==> src/common_pkg.sv <==
// ****************************************
// Common bus types
// Widths and vector types of the CPU and host buses
// ****************************************

package common_pkg;

    // CPU bus widths
    localparam int DATA_WIDTH = 8;   // 6502 data bus
    localparam int ADDR_WIDTH = 16;  // 6502 address bus

    // Host register target width
    localparam int HOST_ADDR_WIDTH = 5;  // Key rows 0..9, config at 16

    // Bus data, key rows and register values
    typedef logic [DATA_WIDTH-1:0] data_t;

    // Full CPU address
    typedef logic [ADDR_WIDTH-1:0] addr_t;

    // Target of a host register write
    typedef logic [HOST_ADDR_WIDTH-1:0] host_addr_t;

endpackage : common_pkg

==> src/io_map_pkg.sv <==
// ****************************************
// I/O memory map
// Addresses, offsets, mux positions and config bits
// ****************************************

package io_map_pkg;

    import common_pkg::*;

    // Offset within the I/O page
    localparam int IO_OFS_BITS = 8;
    typedef logic [IO_OFS_BITS-1:0] io_ofs_t;

    // CPU address map
    localparam addr_t   IO_BASE     = 16'hE800;  // I/O page, E800..E8FF
    localparam io_ofs_t KBD_ROW_OFS = 8'h10;     // Row select, read/write
    localparam io_ofs_t KBD_COL_OFS = 8'h12;     // Column read, active low
    localparam io_ofs_t CFG_OFS     = 8'hF0;     // Config register
    localparam addr_t   ROM_BASE    = 16'h9000;  // ROM images in SRAM from here up

    // Positions of the FPGA read sources on the data mux
    localparam int SRC_KBD_ROW = 0;
    localparam int SRC_KBD_COL = 1;
    localparam int SRC_CFG     = 2;
    localparam int SRC_COUNT   = 3;

    // Config register layout
    localparam int CFG_ROM_WE_BIT = 0;  // Allow SRAM writes at and above ROM_BASE
    localparam int CFG_KBD_EN_BIT = 1;  // Clear forces column reads to all ones
    localparam int CFG_BITS       = 2;
    localparam logic [CFG_BITS-1:0] CFG_RESET = 2'b10;  // Keyboard on, ROM locked

    // Keyboard matrix size and host config target
    localparam int         KEY_ROWS      = 10;
    localparam host_addr_t HOST_CFG_ADDR = 5'd16;

endpackage : io_map_pkg

==> src/address_decoder.sv <==
// ****************************************
// Address decoder
// Turns a CPU bus cycle into SRAM controls and FPGA selects
// ****************************************

`timescale 1ns/1ps

module address_decoder
    import common_pkg::*;
    import io_map_pkg::*;
(
    // CPU bus cycle
    input  logic                 cpu_strobe_i,  // One clock per bus cycle
    input  logic                 cpu_rw_i,      // 1 = read
    input  addr_t                cpu_addr_i,

    // Config
    input  logic                 rom_we_en_i,   // ROM area writable

    // FPGA selects
    output logic [SRC_COUNT-1:0] src_oe_o,      // One-hot read source
    output logic                 row_we_o,      // Row select write
    output logic                 cfg_we_o,      // Config write

    // SRAM controls
    output logic                 ram_oe_o,
    output logic                 ram_we_o
);
    logic    rd_cycle;   // Read strobe
    logic    wr_cycle;   // Write strobe
    logic    io_hit;     // Address in the I/O page
    logic    rom_area;   // Address at or above ROM_BASE
    io_ofs_t io_ofs;     // Offset within the I/O page

    assign rd_cycle = cpu_strobe_i &  cpu_rw_i;
    assign wr_cycle = cpu_strobe_i & ~cpu_rw_i;

    // Page compare on the upper address bits
    assign io_hit   = (cpu_addr_i[ADDR_WIDTH-1:IO_OFS_BITS] ==
                       IO_BASE[ADDR_WIDTH-1:IO_OFS_BITS]);
    assign io_ofs   = cpu_addr_i[IO_OFS_BITS-1:0];
    assign rom_area = (cpu_addr_i >= ROM_BASE);

    // FPGA read sources, at most one bit set
    always_comb begin
        src_oe_o              = '0;
        src_oe_o[SRC_KBD_ROW] = rd_cycle & io_hit & (io_ofs == KBD_ROW_OFS);
        src_oe_o[SRC_KBD_COL] = rd_cycle & io_hit & (io_ofs == KBD_COL_OFS);
        src_oe_o[SRC_CFG]     = rd_cycle & io_hit & (io_ofs == CFG_OFS);
    end

    // Register writes; the column register is read only
    assign row_we_o = wr_cycle & io_hit & (io_ofs == KBD_ROW_OFS);
    assign cfg_we_o = wr_cycle & io_hit & (io_ofs == CFG_OFS);

    // Everything outside the I/O page belongs to SRAM
    assign ram_oe_o = rd_cycle & ~io_hit;
    assign ram_we_o = wr_cycle & ~io_hit & (~rom_area | rom_we_en_i);  // ROM write guard

endmodule : address_decoder

==> src/keyboard_matrix.sv <==
// ****************************************
// Keyboard matrix
// Host-loaded key rows scanned through row and column registers
// ****************************************

`timescale 1ns/1ps

module keyboard_matrix
    import common_pkg::*;
#(
    parameter int ROWS = 10  // Rows in the matrix
) (
    input  logic       clk_i,
    input  logic       rst_n_i,

    // CPU row select write
    input  logic       row_we_i,
    input  data_t      cpu_wdata_i,

    // Host key row write
    input  logic       key_we_i,
    input  host_addr_t key_row_i,
    input  data_t      key_data_i,   // 1 = key pressed

    // Scan enable from config
    input  logic       kbd_en_i,

    // CPU read sources
    output data_t      row_sel_o,    // Select in low nibble
    output data_t      col_o         // Active-low keys of selected row
);
    localparam int SEL_BITS = 4;

    data_t               key_rows_q [ROWS];  // Pressed keys per row
    logic [SEL_BITS-1:0] row_sel_q;          // CPU row select
    data_t               sel_row;            // Row picked by the select
    logic                row_valid;          // Select inside the matrix

    // Row select register
    always_ff @(posedge clk_i or negedge rst_n_i) begin
        if (!rst_n_i) begin
            row_sel_q <= '0;
        end else if (row_we_i) begin
            row_sel_q <= cpu_wdata_i[SEL_BITS-1:0];  // Upper bits dropped
        end
    end

    // Key rows, cleared to no key pressed
    always_ff @(posedge clk_i or negedge rst_n_i) begin
        if (!rst_n_i) begin
            for (int r = 0; r < ROWS; r++) begin
                key_rows_q[r] <= '0;
            end
        end else if (key_we_i) begin
            for (int r = 0; r < ROWS; r++) begin
                // Targets past the last row fall through untouched
                if (key_row_i == r[$bits(host_addr_t)-1:0]) begin
                    key_rows_q[r] <= key_data_i;
                end
            end
        end
    end

    // Pick the selected row without indexing past the array
    always_comb begin
        sel_row   = '0;
        row_valid = 1'b0;
        for (int r = 0; r < ROWS; r++) begin
            if (row_sel_q == r[SEL_BITS-1:0]) begin
                sel_row   = key_rows_q[r];
                row_valid = 1'b1;
            end
        end
    end

    assign row_sel_o = {{(DATA_WIDTH-SEL_BITS){1'b0}}, row_sel_q};

    // Idle lines read high, as with pull-ups on a real matrix
    assign col_o = (kbd_en_i && row_valid) ? ~sel_row : '1;

endmodule : keyboard_matrix

==> src/host_regs.sv <==
// ****************************************
// Host registers
// Host write port, config register and key row forwarding
// ****************************************

`timescale 1ns/1ps

module host_regs
    import common_pkg::*;
    import io_map_pkg::*;
(
    input  logic       clk_i,
    input  logic       rst_n_i,

    // Host write port
    input  logic       host_valid_i,
    output logic       host_ready_o,
    input  host_addr_t host_addr_i,
    input  data_t      host_wdata_i,

    // CPU config write
    input  logic       cfg_we_i,
    input  data_t      cpu_wdata_i,

    // Key row write to the matrix
    output logic       key_we_o,
    output host_addr_t key_row_o,
    output data_t      key_data_o,

    // Config value and decoded bits
    output data_t      cfg_o,        // CPU read source
    output logic       rom_we_en_o,
    output logic       kbd_en_o
);
    logic [CFG_BITS-1:0] cfg_q;
    logic                host_cfg_sel;  // Host targets config
    logic                host_fire;     // Accepted host write

    assign host_cfg_sel = (host_addr_i == HOST_CFG_ADDR);

    // CPU cannot stall, so the host backs off on a config collision
    assign host_ready_o = ~(cfg_we_i & host_cfg_sel);
    assign host_fire    = host_valid_i & host_ready_o;

    // Forward key rows; other targets are accepted and dropped
    assign key_we_o   = host_fire & (host_addr_i < KEY_ROWS);
    assign key_row_o  = host_addr_i;
    assign key_data_o = host_wdata_i;

    // Config register, CPU first
    always_ff @(posedge clk_i or negedge rst_n_i) begin
        if (!rst_n_i) begin
            cfg_q <= CFG_RESET;
        end else if (cfg_we_i) begin
            cfg_q <= cpu_wdata_i[CFG_BITS-1:0];
        end else if (host_fire && host_cfg_sel) begin
            cfg_q <= host_wdata_i[CFG_BITS-1:0];
        end
    end

    assign cfg_o       = {{(DATA_WIDTH-CFG_BITS){1'b0}}, cfg_q};  // Unused bits read 0
    assign rom_we_en_o = cfg_q[CFG_ROM_WE_BIT];
    assign kbd_en_o    = cfg_q[CFG_KBD_EN_BIT];

endmodule : host_regs

==> src/cpu_data_mux.sv <==
// ****************************************
// CPU data mux
// Picks the FPGA source that drives the CPU data bus
// ****************************************

`timescale 1ns/1ps

module cpu_data_mux
    import common_pkg::*;
#(
    parameter int COUNT = 3  // Number of FPGA sources
) (
    // Sources and their one-hot enables
    input  data_t [COUNT-1:0] data_i,
    input  logic  [COUNT-1:0] oe_i,

    // To the CPU data bus
    output data_t             data_o,
    output logic              oe_o    // Any source enabled
);
    // SRAM drives the bus on its own through ram_oe_o
    localparam int IDX_BITS = (COUNT > 1) ? $clog2(COUNT) : 1;

    logic [IDX_BITS-1:0] sel_idx;  // Position of the set enable

    // One-hot to binary
    always_comb begin
        sel_idx = '0;
        for (int i = 0; i < COUNT; i++) begin
            if (oe_i[i]) begin
                sel_idx = i[IDX_BITS-1:0];
            end
        end
    end

    // Don't-care when nothing drives the bus
    assign data_o = (|oe_i) ? data_i[sel_idx] : 'x;
    assign oe_o   = |oe_i;

endmodule : cpu_data_mux

==> src/pet_bus_top.sv <==
// ****************************************
// PET data bus subsystem
// Decoder, keyboard, host registers and read mux
// ****************************************

`timescale 1ns/1ps

module pet_bus_top
    import common_pkg::*;
    import io_map_pkg::*;
(
    input  logic       clk_i,
    input  logic       rst_n_i,

    // 6502 bus cycle
    input  logic       cpu_strobe_i,  // One clock per cycle
    input  addr_t      cpu_addr_i,
    input  logic       cpu_rw_i,      // 1 = read
    input  data_t      cpu_wdata_i,

    // Host write port
    input  logic       host_valid_i,
    output logic       host_ready_o,
    input  host_addr_t host_addr_i,
    input  data_t      host_wdata_i,

    // Read data from the FPGA
    output data_t      cpu_rdata_o,
    output logic       cpu_oe_o,

    // SRAM controls
    output logic       ram_oe_o,
    output logic       ram_we_o
);
    logic [SRC_COUNT-1:0] src_oe;    // One-hot read select
    data_t [SRC_COUNT-1:0] src_data; // Read sources in mux order
    logic                 row_we;
    logic                 cfg_we;
    logic                 rom_we_en;
    logic                 kbd_en;
    logic                 key_we;
    host_addr_t           key_row;
    data_t                key_data;
    data_t                row_sel;
    data_t                col;
    data_t                cfg;

    address_decoder u_decoder (
        .cpu_strobe_i (cpu_strobe_i),
        .cpu_rw_i     (cpu_rw_i),
        .cpu_addr_i   (cpu_addr_i),
        .rom_we_en_i  (rom_we_en),
        .src_oe_o     (src_oe),
        .row_we_o     (row_we),
        .cfg_we_o     (cfg_we),
        .ram_oe_o     (ram_oe_o),
        .ram_we_o     (ram_we_o)
    );

    keyboard_matrix #(
        .ROWS (KEY_ROWS)
    ) u_keyboard (
        .clk_i       (clk_i),
        .rst_n_i     (rst_n_i),
        .row_we_i    (row_we),
        .cpu_wdata_i (cpu_wdata_i),
        .key_we_i    (key_we),
        .key_row_i   (key_row),
        .key_data_i  (key_data),
        .kbd_en_i    (kbd_en),
        .row_sel_o   (row_sel),
        .col_o       (col)
    );

    host_regs u_host_regs (
        .clk_i        (clk_i),
        .rst_n_i      (rst_n_i),
        .host_valid_i (host_valid_i),
        .host_ready_o (host_ready_o),
        .host_addr_i  (host_addr_i),
        .host_wdata_i (host_wdata_i),
        .cfg_we_i     (cfg_we),
        .cpu_wdata_i  (cpu_wdata_i),
        .key_we_o     (key_we),
        .key_row_o    (key_row),
        .key_data_o   (key_data),
        .cfg_o        (cfg),
        .rom_we_en_o  (rom_we_en),
        .kbd_en_o     (kbd_en)
    );

    // Pack sources at their mux positions
    assign src_data[SRC_KBD_ROW] = row_sel;
    assign src_data[SRC_KBD_COL] = col;
    assign src_data[SRC_CFG]     = cfg;

    cpu_data_mux #(
        .COUNT (SRC_COUNT)
    ) u_data_mux (
        .data_i (src_data),
        .oe_i   (src_oe),
        .data_o (cpu_rdata_o),
        .oe_o   (cpu_oe_o)
    );

endmodule : pet_bus_top

==> config.mk <==
export PLATFORM = sky130hd
export DESIGN_NAME = pet_bus_top
export DESIGN_NICKNAME = d
export VERILOG_FILES = /design/src/common_pkg.sv /design/src/io_map_pkg.sv /design/src/address_decoder.sv /design/src/keyboard_matrix.sv /design/src/host_regs.sv /design/src/cpu_data_mux.sv /design/src/pet_bus_top.sv
export SDC_FILE = /design/constraint.sdc
export NUM_CORES = 1
export LEC_CHECK = 0
export BUFFER_PORTS_ARGS = -buffer_cell sky130_fd_sc_hd__clkbuf_2
export CAP_MARGIN = 20
export CORE_MARGIN = 2
export CORE_UTILIZATION = 58
export DETAILED_ROUTE_END_ITERATION = 10
export PLACE_DENSITY_LB_ADDON = 0.08
export RECOVER_POWER = 100
export SYNTH_ARGS = -nofsm -noshare
export SYNTH_HDL_FRONTEND = slang
export SYNTH_SLANG_ARGS = --single-unit
==> constraint.sdc <==
create_clock -name clk_i -period 2.35 [get_ports clk_i]
set_clock_uncertainty 0.15 [all_clocks]
set_input_delay 0.47 -clock clk_i [delete_from_list [all_inputs] [get_ports clk_i]]
set_output_delay 0.47 -clock clk_i [all_outputs]
set_load 0.01 [all_outputs]
* After elaboration in Yosys (flattened, before gate mapping) *
Cells that the tools add are included.
W data, S select, Z words.

word-level totals
  output and inout bits = 12
  register bits = 86
  bits of input ports = 42
  latch bits = 0
  word-level logic and storage cells = 103
  bits in read-only memories = 0
  memories = 0
  bits in writable memories = 0

cells by class
  shift-type cells = 0
  equality and inequality tests = 23
  $mul = 0
  muxes and demuxes = 28
  add/subtract/negate cells = 0
  bitwise gates (word level) = 21
  order comparisons = 3
  div/mod/pow operators = 0
  reductions and logical operators = 16

operators with widths
  operator                count
  $mux W8                 13
  $eq A5 B3 Y1 const B    4
  $reduce_and A2 Y1       10
  $bmux W8 S2             1
  $eq A4 B3 Y1 const B    4
  $eq A8 B5 Y1 const B    2
  $eq A8 B8 Y1 const B    2
  $ge A16 B16 Y1 const B  1
  $and A1 B1 Y1           15
  $mux W1                 11
  $eq A5 B2 Y1 const B    2
  $eq A5 B4 Y1 const B    2
  $eq A4 B2 Y1 const B    2
  $eq A4 B4 Y1 const B    2
  $not A8 Y8              1
  $mux W2                 3
  $eq A5 B1 Y1 const B    1
  $eq A5 B5 Y1 const B    1
  $logic_not A5 Y1        1
  $lt A5 B4 Y1 const B    1
  $eq A4 B1 Y1 const B    1
  $logic_not A4 Y1        1
  $not A1 Y1              4
  $lt A2 B3 Y1 const B    1
  other kinds (4)         5

* Depth between registers and ports, before layout *
Gate-level depths: netlist of the first run.

  depth in word-level cells = 16
  depth in mapped cells = 8
  depth with buffers taken out = 5

* Cells and area by module *
Synthesis of the first run repeated with hierarchy kept, for this count alone.

unflattened totals
  cells, all modules = 417
  area, all modules = 4752.1 µm²

by module, submodules not included
  module           area an instance (µm²)  times used  cells each
  keyboard_matrix  4077.7                  1           329
  host_regs        314.1                   1           39
  address_decoder  187.7                   1           22
  cpu_data_mux     172.7                   1           27

* Worst setup path before layout of the first run *
Ideal clock, no wire load.

  kind = input to output
  start = in cpu_addr_i[10]
  end = out cpu_rdata_o[2]
  buffers on the path = 1
  required time = 1.730 ns
  stages = 6
  arrival = 1.627 ns
  setup slack = 0.103 ns
  path through = nand4b_1 nor4_4 and4_1 buf_4 o21ai_0 a31oi_1

on the way
  cells in the longest elaborated chain, start to end = 8
  elaborated cells on any way between the ends = 9
  classes of those cells = eq/ne (1); mux (5); bitwise (3)

RTL lines
  what                               line                                          RTL
  from (decl)                        pet_bus_top.sv:17                             input addr_t cpu_addr_i,
  $eq A8 B8 Y1 (*)                   address_decoder.sv:39                         assign io_hit = (cpu_addr_i[ADDR_WIDTH-1:IO_OFS_BITS] ==
  $and A1 B1 Y1 (*)                  address_decoder.sv:48, address_decoder.sv:49
  $and A1 B1 Y1                      address_decoder.sv:48                         src_oe_o[SRC_KBD_COL] = rd_cycle & io_hit & (io_ofs == KBD_COL_OFS);
  $mux W1                            cpu_data_mux.sv:30                            if (oe_i[i]) begin
  $mux W2 (*)                        cpu_data_mux.sv:30
  $bmux W8 S2 (*)                    cpu_data_mux.sv:37                            assign data_o = (|oe_i) ? data_i[sel_idx] : 'x;
  $mux W8 (not written as such) (*)  cpu_data_mux.sv:37
  $mux W8 (*)                        cpu_data_mux.sv:37
  to (decl)                          pet_bus_top.sv:28                             output data_t cpu_rdata_o,

Mark *: on every way between the ends. The rest lies on a longest branch, timed or not. The select of a mux whose other input is x is not followed.

* Worst setup path after layout of the first run *
  start = reg u_keyboard.row_sel_q[1]
  end = out cpu_rdata_o[2]

on the way
  cells in the longest elaborated chain, start to end = 16
  elaborated cells on any way between the ends = 36
  classes of those cells = eq/ne (9); mux (24); bitwise (1); reduce/logical (2)

RTL lines
  what                                               line                   RTL
  from (decl)                                        keyboard_matrix.sv:35  logic [SEL_BITS-1:0] row_sel_q;
  from (signal assigned)                             keyboard_matrix.sv:44  row_sel_q <= cpu_wdata_i[SEL_BITS-1:0];
  $logic_not A4 Y1                                   keyboard_matrix.sv:69  if (row_sel_q == r[SEL_BITS-1:0]) begin
  $mux W1 or $mux W8 (tied branches) (10 in a row)   keyboard_matrix.sv:69
  $logic_and A1 B1 Y1 or $not A8 Y8 (tied branches)  keyboard_matrix.sv:79  assign col_o = (kbd_en_i && row_valid) ? ~sel_row : '1;
  $mux W8 (*)                                        keyboard_matrix.sv:79
  $bmux W8 S2 (*)                                    cpu_data_mux.sv:37
  $mux W8 (not written as such) (*)                  cpu_data_mux.sv:37
  $mux W8 (*)                                        cpu_data_mux.sv:37

Marks and branches as above.

==> results of run 1 <==
==> logic make-up (layout without fill, tap and decap cells) <==
group / count (synthesis) / in the layout
mux: 97 / 97
simple gates: 91 / 91
flops: 86 / 86
compound gates: 66 / 66
buf+inv: 28 / 108
==> cell type report <==
type	instances	area, um2
timing repair buffer	88	553.0
tap	99	123.9
fill	531	2032
multi-input combinational	254	2206
clock inverter	6	108.9
clock buffer	10	137.6
sequential	86	2155
inverter	4	15.01
==> power groups by stage <==
stage	Sequential (mW)	Combinational, mW	Clock, mW
after floorplan	1.88	0.370	0
after global placement	1.92	0.486	0
after detailed placement	1.93	0.512	0
after CTS	1.91	0.520	1.27
after global routing	1.95	0.571	1.34
final	1.92	0.520	1.27
==> cells in the mapped netlist (all sizes together), types with 3 or more instances <==
library cell | number | area [um2]
inv | 4 | 15.01
nand2b | 3 | 26.27
a221oi | 3 | 26.28
nand4b | 3 | 26.28
a22oi | 3 | 22.52
nor2b | 13 | 81.33
a31oi | 4 | 25.02
nor2 | 14 | 52.55
mux4 | 4 | 90.09
a21oi | 16 | 80.08
nand4 | 5 | 37.53
nand2 | 20 | 75.07
o21ai | 14 | 70.06
buf | 21 | 111.4
clkbuf | 3 | 11.26
mux2 | 89 | 1002
o22ai | 7 | 43.79
dfrtp | 85 | 2127
o311a | 3 | 30.03
mux2i | 4 | 40.04
and3 | 4 | 25.02
nor3 | 11 | 65.06
o2111ai | 3 | 26.28
==> metal layers <==
layer,part of all wire [%],wire length (um),up-vias,global-route usage [%]
li1,-,-,1530,-
met1,45,5011,1733,36.99
met2,49,5383,77,45.31
met3,4.9,541,13,3.900
met4,1.2,130,0,9.596
met5,0,0,-,0
==> worst max-delay path, stage by stage, from the launching register on <==
cell and delay (ns):
dfrtp_2 0.43, buf_6 0.14, or3b_4 0.39, buf_8 0.15, buf_6 0.14, o22ai_2 0.09, a21oi_1 0.08, a31oi_1 0.19
buf_2 0.16
==> flip-flops by register name, summed over array words and instances, names as in the netlist <==
register               flops
u_keyboard.key_rows_q     80
u_keyboard.row_sel_q       4
u_host_regs.cfg_q          2
==> path summary, 6_finish.rpt <==
kind / to / slack, ns / cells past startpoint
worst max-delay path: cpu_rdata_o[2] / -0.40 / 8
worst min-delay path: u_host_regs.cfg_q[1] / 0.18 / 3
worst max register to register: u_keyboard.row_sel_q[0] / 1.07 / 3
worst min register to register: u_keyboard.key_rows_q[52] / 0.34 / 1
max in group asynchronous: u_keyboard.key_rows_q[39] / 0.29 / 3
min in group asynchronous: u_keyboard.row_sel_q[0] / 0.66 / 2
==> per-stage QoR <==
step / setup WS [ns] / hold slack [ns] / setup TNS [ns]
6_report: -0.4047 / 0.1805 / -2.881
5_1_grt: -0.4481 / 0.2121 / -3.486
2_1_floorplan: 0.1032 / 0.02441 / 0
3_5_place_dp: -0.09741 / 0.3205 / -0.4576
3_3_place_gp: -0.04905 / 0.3138 / -0.1807
4_1_cts: -0.3683 / 0.1889 / -2.468
==> timing repair <==
item / CTS / global route
hold endpoints to repair: 35 / 0
buffers inserted: 2 / 7
hold buffers: 1 / 0
endpoints found under the setup margin: 8 / 8
cloned: 0 / 0
pin swaps: 8 / 19
gates resized for setup: 17 / 25
==> impl_results.md, run 1 <==
- Sw Ratio: 24.56%
- Worst r2r src: u_keyboard.row_sel_q[0]
- Final WL: 11,070 um
- TritonCTS sink count: 86
- Comb pwr share: 14.0%
- Commonest non-fill, non-tap cells in the layout: dfrtp_1, mux2_2, clkbuf_2, buf_4, nand2_1
- Post-Synth Simple-Gate Area: 12.61%
- Vias after detailed routing: 3,353
- Clock power share: 34.1%
- Core area: 0.007331 mm2
- Residual DRC: 0
- Peak supply drop: 526.0 uV
- Min-Delay Path Class: in2reg
- Crit path from: u_keyboard.row_sel_q[1]
- Non-filler cells, final: 547
- Htree depth: 3
- Routed vias/inst: 6.130
- Slew headroom: 34.52%
- Most common cell after layout, fill and taps aside: dfrtp_1
- CTS buffer count: 9
- DRT iter0 DRCs: 154
- Slew Limit Fails: 0
- GR Overflow Total: 0
- Fraction of the mapped netlist area in adder cells: 0%
- Starting Density: 60.25%
- Leakage power total: 2.470 nW
- Synth Area per Inst: 12.00 um2
- Placed cell area: 0.004896 mm2
- GPL Wtd Cong: 0.8611
- Worst Path Arrival: 2.13 ns
- Layout cells sized above 1: 46.65%
- Post-synth cell types: 54
- Setup slack after layout: -0.4047 ns
- Critical hold path startpoint: cpu_wdata_i[1]
- Largest family of logic cells by synthesized area: multiplexers
- Xor and xnor area share after synthesis: 0%
- PwrDens: 699.5 mW/mm2
- Global-route total usage across every layer: 27.33%
- Slew @ Worst Pin: 0.9822 ns
- Ports: 54
- Sequential element share of the synthesized area: 48.75%
- CP Class: reg2out
- DRT antenna net count: 0
- P_int: 2.796 mW
- Fin nets: 485
- Clk slew on worst S/H paths: 0.09 ns
- Final Cycle Share: 117.2%
- Status: complete, but fails checks
- Synth warn: 0
- Worst setup EP type: primary output
- Row cnt: 31
- Crit start category: register
- RSZ-0062 raised after global routing: true
- Mapped cell area: 0.004417 mm2
- Async SR Flop Fraction: 100.0%
- Crit-path max FO: 7
- Vias in the first global route: 3,356
- Primary FF master, synth: dfrtp_1
- Syn-to-layout area delta: 19.97%
- EDFF count, synth: 0
- N_diodes: 0
- Final Util: 72.28%
- Largest net degree at the start of global routing: 40
- Post-synth net total: 410
- Max Root-Sink Buffers: 2
- Average wire per standard cell: 20.23 um
- HPWL after DPL: 7526 um
- Reg power frac: 51.8%
- Clk root buf: clkbuf_8
- Die Width: 91.27 um
- Violated checks: negative setup slack
- Req. time, crit path: 1.73 ns
- Number of synthesized register bits: 86
- Synth Instances: 368
- Port Buffers: 49
- Post-synthesis compound-gate area fraction: 9.887%
- Tmin final: 2.755 ns
- Net switching power: 910.4 uW
- Antenna violations before repair: 0
- First-pass GRT wire length: 17,350 um
- Skew-Pair Late Insertion Delay: 0.36 ns
- Die height: 91.27 um
- Final setup violation count: 9
- Design Area, Final: 0.005299 mm2
- Post-synthesis mux area share: 25.64%
- Fmax: 363.0 MHz
- CTS tree: done
- Full die area: 0.008329 mm2
- Max Cap Violations: 0
- Design Power: 3.707 mW
- Final Hold Vio Count: 0
- Pre-antenna DRT Iters: 4
- Placed cells: 521
Power figures use the tool's default switching activity.
==> inputs of run 2 (changes only) <==
- ABC_AREA: not set -> 1
- CORE_UTILIZATION: 58 -> 52
- clock period: 2.35 -> 2.4 ns (I/O delays scaled with it)
==> run 2 against run 1 <==
Compared with the run above:
- the run ends with max-capacitance violations, max-slew violations, negative setup slack left
- final area shrank 5.6%
- synthesized cell count grew 50%
- critical path type unchanged
- largest power group unchanged
- utilization shrank 8.2 points
- total power shrank 13%
- sequential share of layout area grew 2.5 points
- highest routed layer unchanged
- register-to-register slack gained 0.38 ns
- critical path depth grew 1
- sequential power shrank 4%
- hold slack gained 0.0084 ns
- combinational power shrank 22%
==> impl_results.md, run 2 <==
- Slew headroom: -25.82% (-60 points)
- Pre-antenna DRT Iters: 5 (+1)
- Max FFs per register: 80 (unchanged)
- Top cells by area, synth: dfrtp_1, nand2_1, nor2_1, a21oi_1, o21ai_0
- Leakage power total: 2.488 nW (+0.76%)
- TritonCTS sink count: 86 (unchanged)
- Min-Delay Path Class: in2reg
- Max Root-Sink Buffers: 2 (unchanged)
- HPWL after DPL: 8066 um (+7.2%)
- Htree depth: 3 (unchanged)
- Tmin final: 2.638 ns
- Post-synth top area share: 50.27% (+2.1 points)
- Port Buffers: 49 (unchanged)
- Fin nets: 665 (+37%)
- Area taken by multi-input logic gates: 0.001901 mm2 (-14%)
- Worst setup EP type: primary output
- Synth warn: 0 (unchanged)
- CP Class: reg2out
- Mapped cell area: 0.004232 mm2 (-4.2%)
- N_diodes: 0 (unchanged)
- Vias in the first global route: 3,854 (+15%)
- Peak supply drop: 402.3 uV (-24%)
- Clk slew on worst S/H paths: 0.09 ns (about the same)
- Primary FF master, synth: dfrtp_1
- Post-synth net total: 594 (+45%)
- Average wire per standard cell: 15.61 um (-23%)
- Register area: 0.002157 mm2 (+0.12%)
- Residual DRC: 0 (unchanged)
- DRT iter0 DRCs: 293 (+90%)
- Final Cycle Share: 109.9%
- Crit-path max FO: 9 (+2)
- CTS tree: done
- Placed cell area: 0.004713 mm2 (-3.7%)
- CTS buffer count: 9 (unchanged)
- Fillers: 713 (+34%)
- Biggest registers after layout: u_keyboard.key_rows_q (80), u_keyboard.row_sel_q (4), u_host_regs.cfg_q (2)
- Syn-to-layout area delta: 18.16%
- GPL Wtd Cong: 0.8876 (+3.1%)
- First-pass GRT wire length: 18,730 um (+8.0%)
- EDFF count, synth: 0 (unchanged)
- Synth cell count leaders: nand2_1, nor2_1, dfrtp_1, a21oi_1, inv_1
- Crit start category: register
- Skew-Pair Late Insertion Delay: 0.37 ns (about the same)
- Hold-fix buffers, CTS: 0 (-1)
- Most common cell after layout, fill and taps aside: nand2_1
- Most flops, register: u_keyboard.key_rows_q
- Max Cap Violations: 1 (+1)
- Setup TNS: -1.736 ns (+1.145 ns)
- Synth Instances: 552 (+50%)
- Core area: 0.007807 mm2 (+6.5%)
- Sequential element share of the synthesized area: 50.89% (+2.1 points)
- Fmax: 379.1 MHz
- Number of synthesized register bits: 86 (unchanged)
- Clk root buf: clkbuf_8
- Full die area: 0.008876 mm2 (+6.6%)
- Req. time, crit path: 1.77 ns (+0.04 ns)
- Violated checks: max-capacitance violations, max-slew violations, negative setup slack
- Commonest non-fill, non-tap cells in the layout: nand2_1, dfrtp_1, nor2_1, o21ai_0
- Vias after detailed routing: 3,914 (+17%)
- Antenna violations before repair: 0 (unchanged)
- Layout cells sized above 1: 22.13% (-25 points)
- Global-route total usage across every layer: 28.07% (+0.74 points)
- Largest net degree at the start of global routing: 87 (+120%)
- Routed vias/inst: 5.362 (-13%)
- Async SR Flop Fraction: 100.0% (unchanged)
- Die Width: 94.21 um (+3.2%)
- Final setup violation count: 8 (-1)
- Design Area, Final: 0.005000 mm2 (-5.6%)
- Starting Density: 54.20% (-6.1 points)
- DRT antenna net count: 0 (unchanged)
- Post-synth cell types: 26 (-52%)
- RSZ-0062 raised after global routing: true
- Die height: 94.21 um (+3.2%)
- Status: complete, but fails checks
- Final Hold Vio Count: 0 (unchanged)
- Slew Limit Fails: 87 (+87)
- Synth Area per Inst: 7.666 um2 (-36%)
- Row cnt: 32 (+3.2%)
- PwrDens: 645.0 mW/mm2 (-7.8%)
- Worst Path Arrival: 2.01 ns (-0.12 ns)
- GR Overflow Total: 0 (unchanged)
- Ports: 54 (unchanged)
- Slew @ Worst Pin: 1.887 ns (+0.9051 ns)
- Setup slack after layout: -0.2381 ns (+0.1666 ns)
- Final WL: 11,390 um (+2.9%)
- Pre-CTS setup slack: -0.1110 ns (-0.01357 ns)
- Area leader, netlist: dfrtp_1
- Most common cell in the netlist: nand2_1
[run 2: power breakdown]
| group | internal (mW) | leakage (nW) | switching [mW] |
|---|---|---|---|
| clock network | 0.414 | 0.0866 | 0.556 |
| logic | 0.156 | 1.36 | 0.249 |
| registers | 1.72 | 1.04 | 0.128 |
| total | 2.29 | 2.49 | 0.932 |
[run 2: layout make-up]
type | count | share of cell area (%)
Clock buffer | 11 | 2.828
Clock inverter | 5 | 0.8258
Inverter | 57 | 4.329
Multi-Input combinational cell | 398 | 38.01
Sequential cell | 86 | 43.14
Tap cell | 102 | 2.553
Timing Repair Buffer | 71 | 8.308
[run 2: layer usage]
metal  share of wire, %  routed length, um  vias to the layer above  track usage [%]
met1                 44               4962                     1846            38.03
met2                 49               5550                      116            45.36
met4                2.4                270                        0            11.47
met3                5.3                608                       28            4.173
met5                  0                  0                        -                0
li1                   -                  -                     1924                -
[run 2: critical path, cell delays in order (launching register included)]
cell and delay [ns]:
dfrtp_2 0.47, inv_2 0.11, nor2_1 0.07, nand2_2 0.07, buf_4 0.16, inv_1 0.16, a21oi_1 0.16, nand3_1 0.14
a21oi_2 0.16, clkbuf_2 0.14
[run 2: path summary, 6_finish.rpt]
check                           cells after the start                         to                startpoint  slack, ns
max in group asynchronous                           2    u_keyboard.row_sel_q[0]                   rst_n_i       0.27
worst min-delay path                                3       u_host_regs.cfg_q[1]            cpu_wdata_i[1]       0.19
min in group asynchronous                           2  u_keyboard.key_rows_q[58]                   rst_n_i       0.60
worst max register to register                      3    u_keyboard.row_sel_q[0]   u_keyboard.row_sel_q[0]       1.45
worst min register to register                      2   u_keyboard.key_rows_q[2]  u_keyboard.key_rows_q[2]       0.34
worst max-delay path                                9             cpu_rdata_o[0]   u_keyboard.row_sel_q[3]      -0.24
[run 2: per-stage QoR]
step                      cells  hold WS (ns)  util (%)  power, mW
final                       730        0.1889     64.04      3.225
after global routing        730        0.1938     64.04      3.390
after CTS                   730      0.004345     64.02      3.243
after detailed placement    713        0.3182     60.37      2.290
after floorplan             552       0.03441         -      2.111
after global placement      713        0.3167     60.37      2.257
[run 2: cell families after synthesis]
| kind of cell | share of synthesized area, % |
|---|---|
| AOI/OAI and AO/OA | 13.66 |
| buffers and inverters | 6.564 |
| DFF | 50.89 |
| and+or+nand+nor | 28.89 |
[run 2: timing repair]
action | CTS | global route
gates resized for setup | 33 | 23
endpoints found under the setup margin | 8 | 10
pin swaps | 7 | 11
buffers inserted | 1 | 0
==> inputs of run 3 (changes only) <==
- PLACE_DENSITY: not set -> 0.76
- PLACE_DENSITY_LB_ADDON: 0.08 -> not set
- RECOVER_POWER: 100 -> not set
==> run 3 against run 2 <==
Compared with the run above:
- critical path type unchanged
- worst setup slack got worse by 0.033 ns
- the run ends with negative setup slack left
- clock-buffer cell count fell by 2
- total power rose by 2.0%
- non-clock buffer count rose by 20
- fmax fell by 1.2%
- sequential share of layout area fell by 2.6 points
- critical endpoint is now cpu_rdata_o[3]
- combinational power rose by 4%
- sequential power barely moved
==> impl_results.md, run 3 (synthesized netlist as in run 2, its figures left out) <==
- Port Buffers: 49 (unchanged)
- Layout cells sized above 1: 28.90% (+6.8 points)
- Most flops, register: u_keyboard.key_rows_q
- Req. time, crit path: 1.77 ns (about the same)
- Clk slew on worst S/H paths: 0.09 ns (about the same)
- Slew headroom: 67.54% (+93 points)
- PwrDens: 618.1 mW/mm2 (-4.2%)
- Largest net degree at the start of global routing: 35 (-60%)
- Slack of the worst reg-to-reg path: 1.23 ns (-0.22 ns)
- CP Class: reg2out
- Final Cycle Share: 111.3% (+1.4 points)
- GPL Wtd Cong: 0.8705 (-1.9%)
- Worst Path Arrival: 2.04 ns (+0.03 ns)
- Area taken by multi-input logic gates: 0.002026 mm2 (+6.6%)
- Antenna violations before repair: 0 (unchanged)
- Max FFs per register: 80 (unchanged)
- DRT iter0 DRCs: 322 (+9.9%)
- First-pass GRT wire length: 19,270 um (+2.9%)
- Max Cap Violations: 0 (-1)
- Critical hold path startpoint: host_wdata_i[2]
- Peak supply drop: 475.8 uV (+18%)
- Fin nets: 685 (+3.0%)
- Residual DRC: 0 (unchanged)
- Hold Crit Endpoint: u_keyboard.key_rows_q[58]
- CTS tree: done
- Fmax: 374.4 MHz (-1.2%)
- Biggest registers after layout: u_keyboard.key_rows_q (80), u_keyboard.row_sel_q (4), u_host_regs.cfg_q (2)
- Comb pwr share: 12.8% (+0.3 points)
- Worst r2r src: u_keyboard.row_sel_q[0]
- Skew-Pair Late Insertion Delay: 0.36 ns (about the same)
- N_diodes: 0 (unchanged)
- Commonest non-fill, non-tap cells in the layout: nand2_1, dfrtp_1, nor2_1, o21ai_0, inv_1
- Average wire per standard cell: 16.32 um (+4.6%)
- HPWL after DPL: 8439 um (+4.6%)
- Status: complete, but fails checks
- GR Overflow Total: 0 (unchanged)
- Tmin final: 2.671 ns (+0.03292 ns)
- Final hold slack: 0.2030 ns (+0.01406 ns)
- Die height: 94.21 um (unchanged)
- Pre-antenna DRT Iters: 4 (-1)
- Min-Delay Path Class: in2reg
- Vias after detailed routing: 4,143 (+5.9%)
- Row cnt: 32 (unchanged)
- Clock power share: 30.4% (+0.3 points)
- Max Root-Sink Buffers: 2 (unchanged)
- Htree depth: 3 (unchanged)
- Setup TNS: -1.905 ns (-0.1682 ns)
- Reg power frac: 56.8% (-0.6 points)
- Net switching power: 928.3 uW (-0.41%)
- Crit-path max FO: 7 (-2)
- Fillers: 634 (-11%)
- Crit start category: register
- Ports: 54 (unchanged)
- RSZ-0062 raised after global routing: true
- TritonCTS sink count: 86 (unchanged)
- Slew @ Worst Pin: 0.4857 ns (-1.402 ns)
- Reg2reg end: u_keyboard.row_sel_q[0]
- Slew Limit Fails: 0 (-100%)
- Pre-CTS setup slack: -0.1110 ns (-0.000009000 ns)
- Routed vias/inst: 5.531 (+3.2%)
- Vias in the first global route: 3,903 (+1.3%)
- Violated checks: negative setup slack
- Sw Ratio: 28.21% (-0.69 points)
- Final setup violation count: 8 (unchanged)
- R2R depth: 4 (+1)
- Leakage power total: 2.615 nW (+5.1%)
- Depth of the worst hold-timing path: 3 (unchanged)
- Global-route total usage across every layer: 28.44% (+0.37 points)
- P_int: 2.362 mW (+3.0%)
- Clk root buf: clkbuf_8
- Worst setup EP type: primary output
- Final Hold Vio Count: 0 (unchanged)
- Final WL: 12,220 um (+7.3%)
- Starting Density: 54.20% (unchanged)
- Setup slack after layout: -0.2710 ns (-0.03292 ns)
- Core area: 0.007807 mm2 (unchanged)
- DRT antenna net count: 0 (unchanged)
- CTS buffer count: 9 (unchanged)
- Register area: 0.002158 mm2 (about the same)
- Die Width: 94.21 um (unchanged)
- Final Util: 68.19% (+4.2 points)
- Most common cell after layout, fill and taps aside: nand2_1
- Full die area: 0.008876 mm2 (unchanged)
- Syn-to-layout area delta: 25.81%
run 3: metrics by stage:
| stage | total power [mW] | std cells | area, um2 |
|---|---|---|---|
| after floorplan | 2.111 | 552 | 4232 |
| after global placement | 2.259 | 721 | 4773 |
| after detailed placement | 2.301 | 721 | 4773 |
| after CTS | 3.284 | 741 | 5152 |
| after global routing | 3.463 | 749 | 5324 |
| final | 3.291 | 749 | 5324 |
run 3: area by class of cell:
| class | count | share of cell area [%] |
|---|---|---|
| Tap cell | 102 | 2.397 |
| Sequential cell | 86 | 40.54 |
| Timing Repair Buffer | 91 | 11.30 |
| Multi-Input combinational cell | 398 | 38.05 |
| Inverter | 57 | 4.183 |
| Clock buffer | 9 | 2.327 |
| Clock inverter | 6 | 1.199 |
run 3: worst max path at each step:
stage	start	cells after the start	slack (ns)	end
floorplan	cpu_addr_i[9]	8	0.20	cpu_rdata_o[0]
global placement	cpu_addr_i[9]	10	-0.06	cpu_rdata_o[0]
detailed placement	cpu_addr_i[9]	10	-0.11	cpu_rdata_o[0]
CTS	u_keyboard.row_sel_q[3]	10	-0.20	cpu_rdata_o[2]
global route	u_keyboard.row_sel_q[3]	14	-0.36	cpu_rdata_o[6]
finish	u_keyboard.row_sel_q[1]	9	-0.27	cpu_rdata_o[3]
run 3: critical path, stage by stage, from the launching register on:
cell,delay [ns]
dfrtp_2,0.47
buf_4,0.16
nor2_4,0.16
nand2_2,0.09
buf_6,0.14
buf_4,0.16
o21ai_1,0.17
nor2_1,0.08
a21oi_2,0.13
buf_2,0.14
run 3: power groups by stage:
stage	logic [mW]	registers, mW	clock network (mW)
5_1_grt	0.498	1.90	1.07
6_report	0.422	1.87	1.00
2_1_floorplan	0.268	1.84	0
3_3_place_gp	0.390	1.87	0
4_1_cts	0.421	1.86	1.00
3_5_place_dp	0.416	1.88	0
run 3: per-layer routing:
metal / vias to the layer above / routed length, um / track usage (%)
met2: 162 / 6337 / 49.40
met1: 1986 / 4987 / 37.04
met4: 0 / 285 / 9.662
met3: 28 / 614 / 3.130
met5: - / 0 / 0
li1: 1967 / - / -
run 3: timing repair:
item,4_1_cts,5_1_grt
setup endpoints to repair,8,10
hold buffers,1,0
gates cloned,0,1
pin swaps,7,25
setup buffers,4,7
gates resized for setup,49,46
endpoints found under the hold margin,31,0
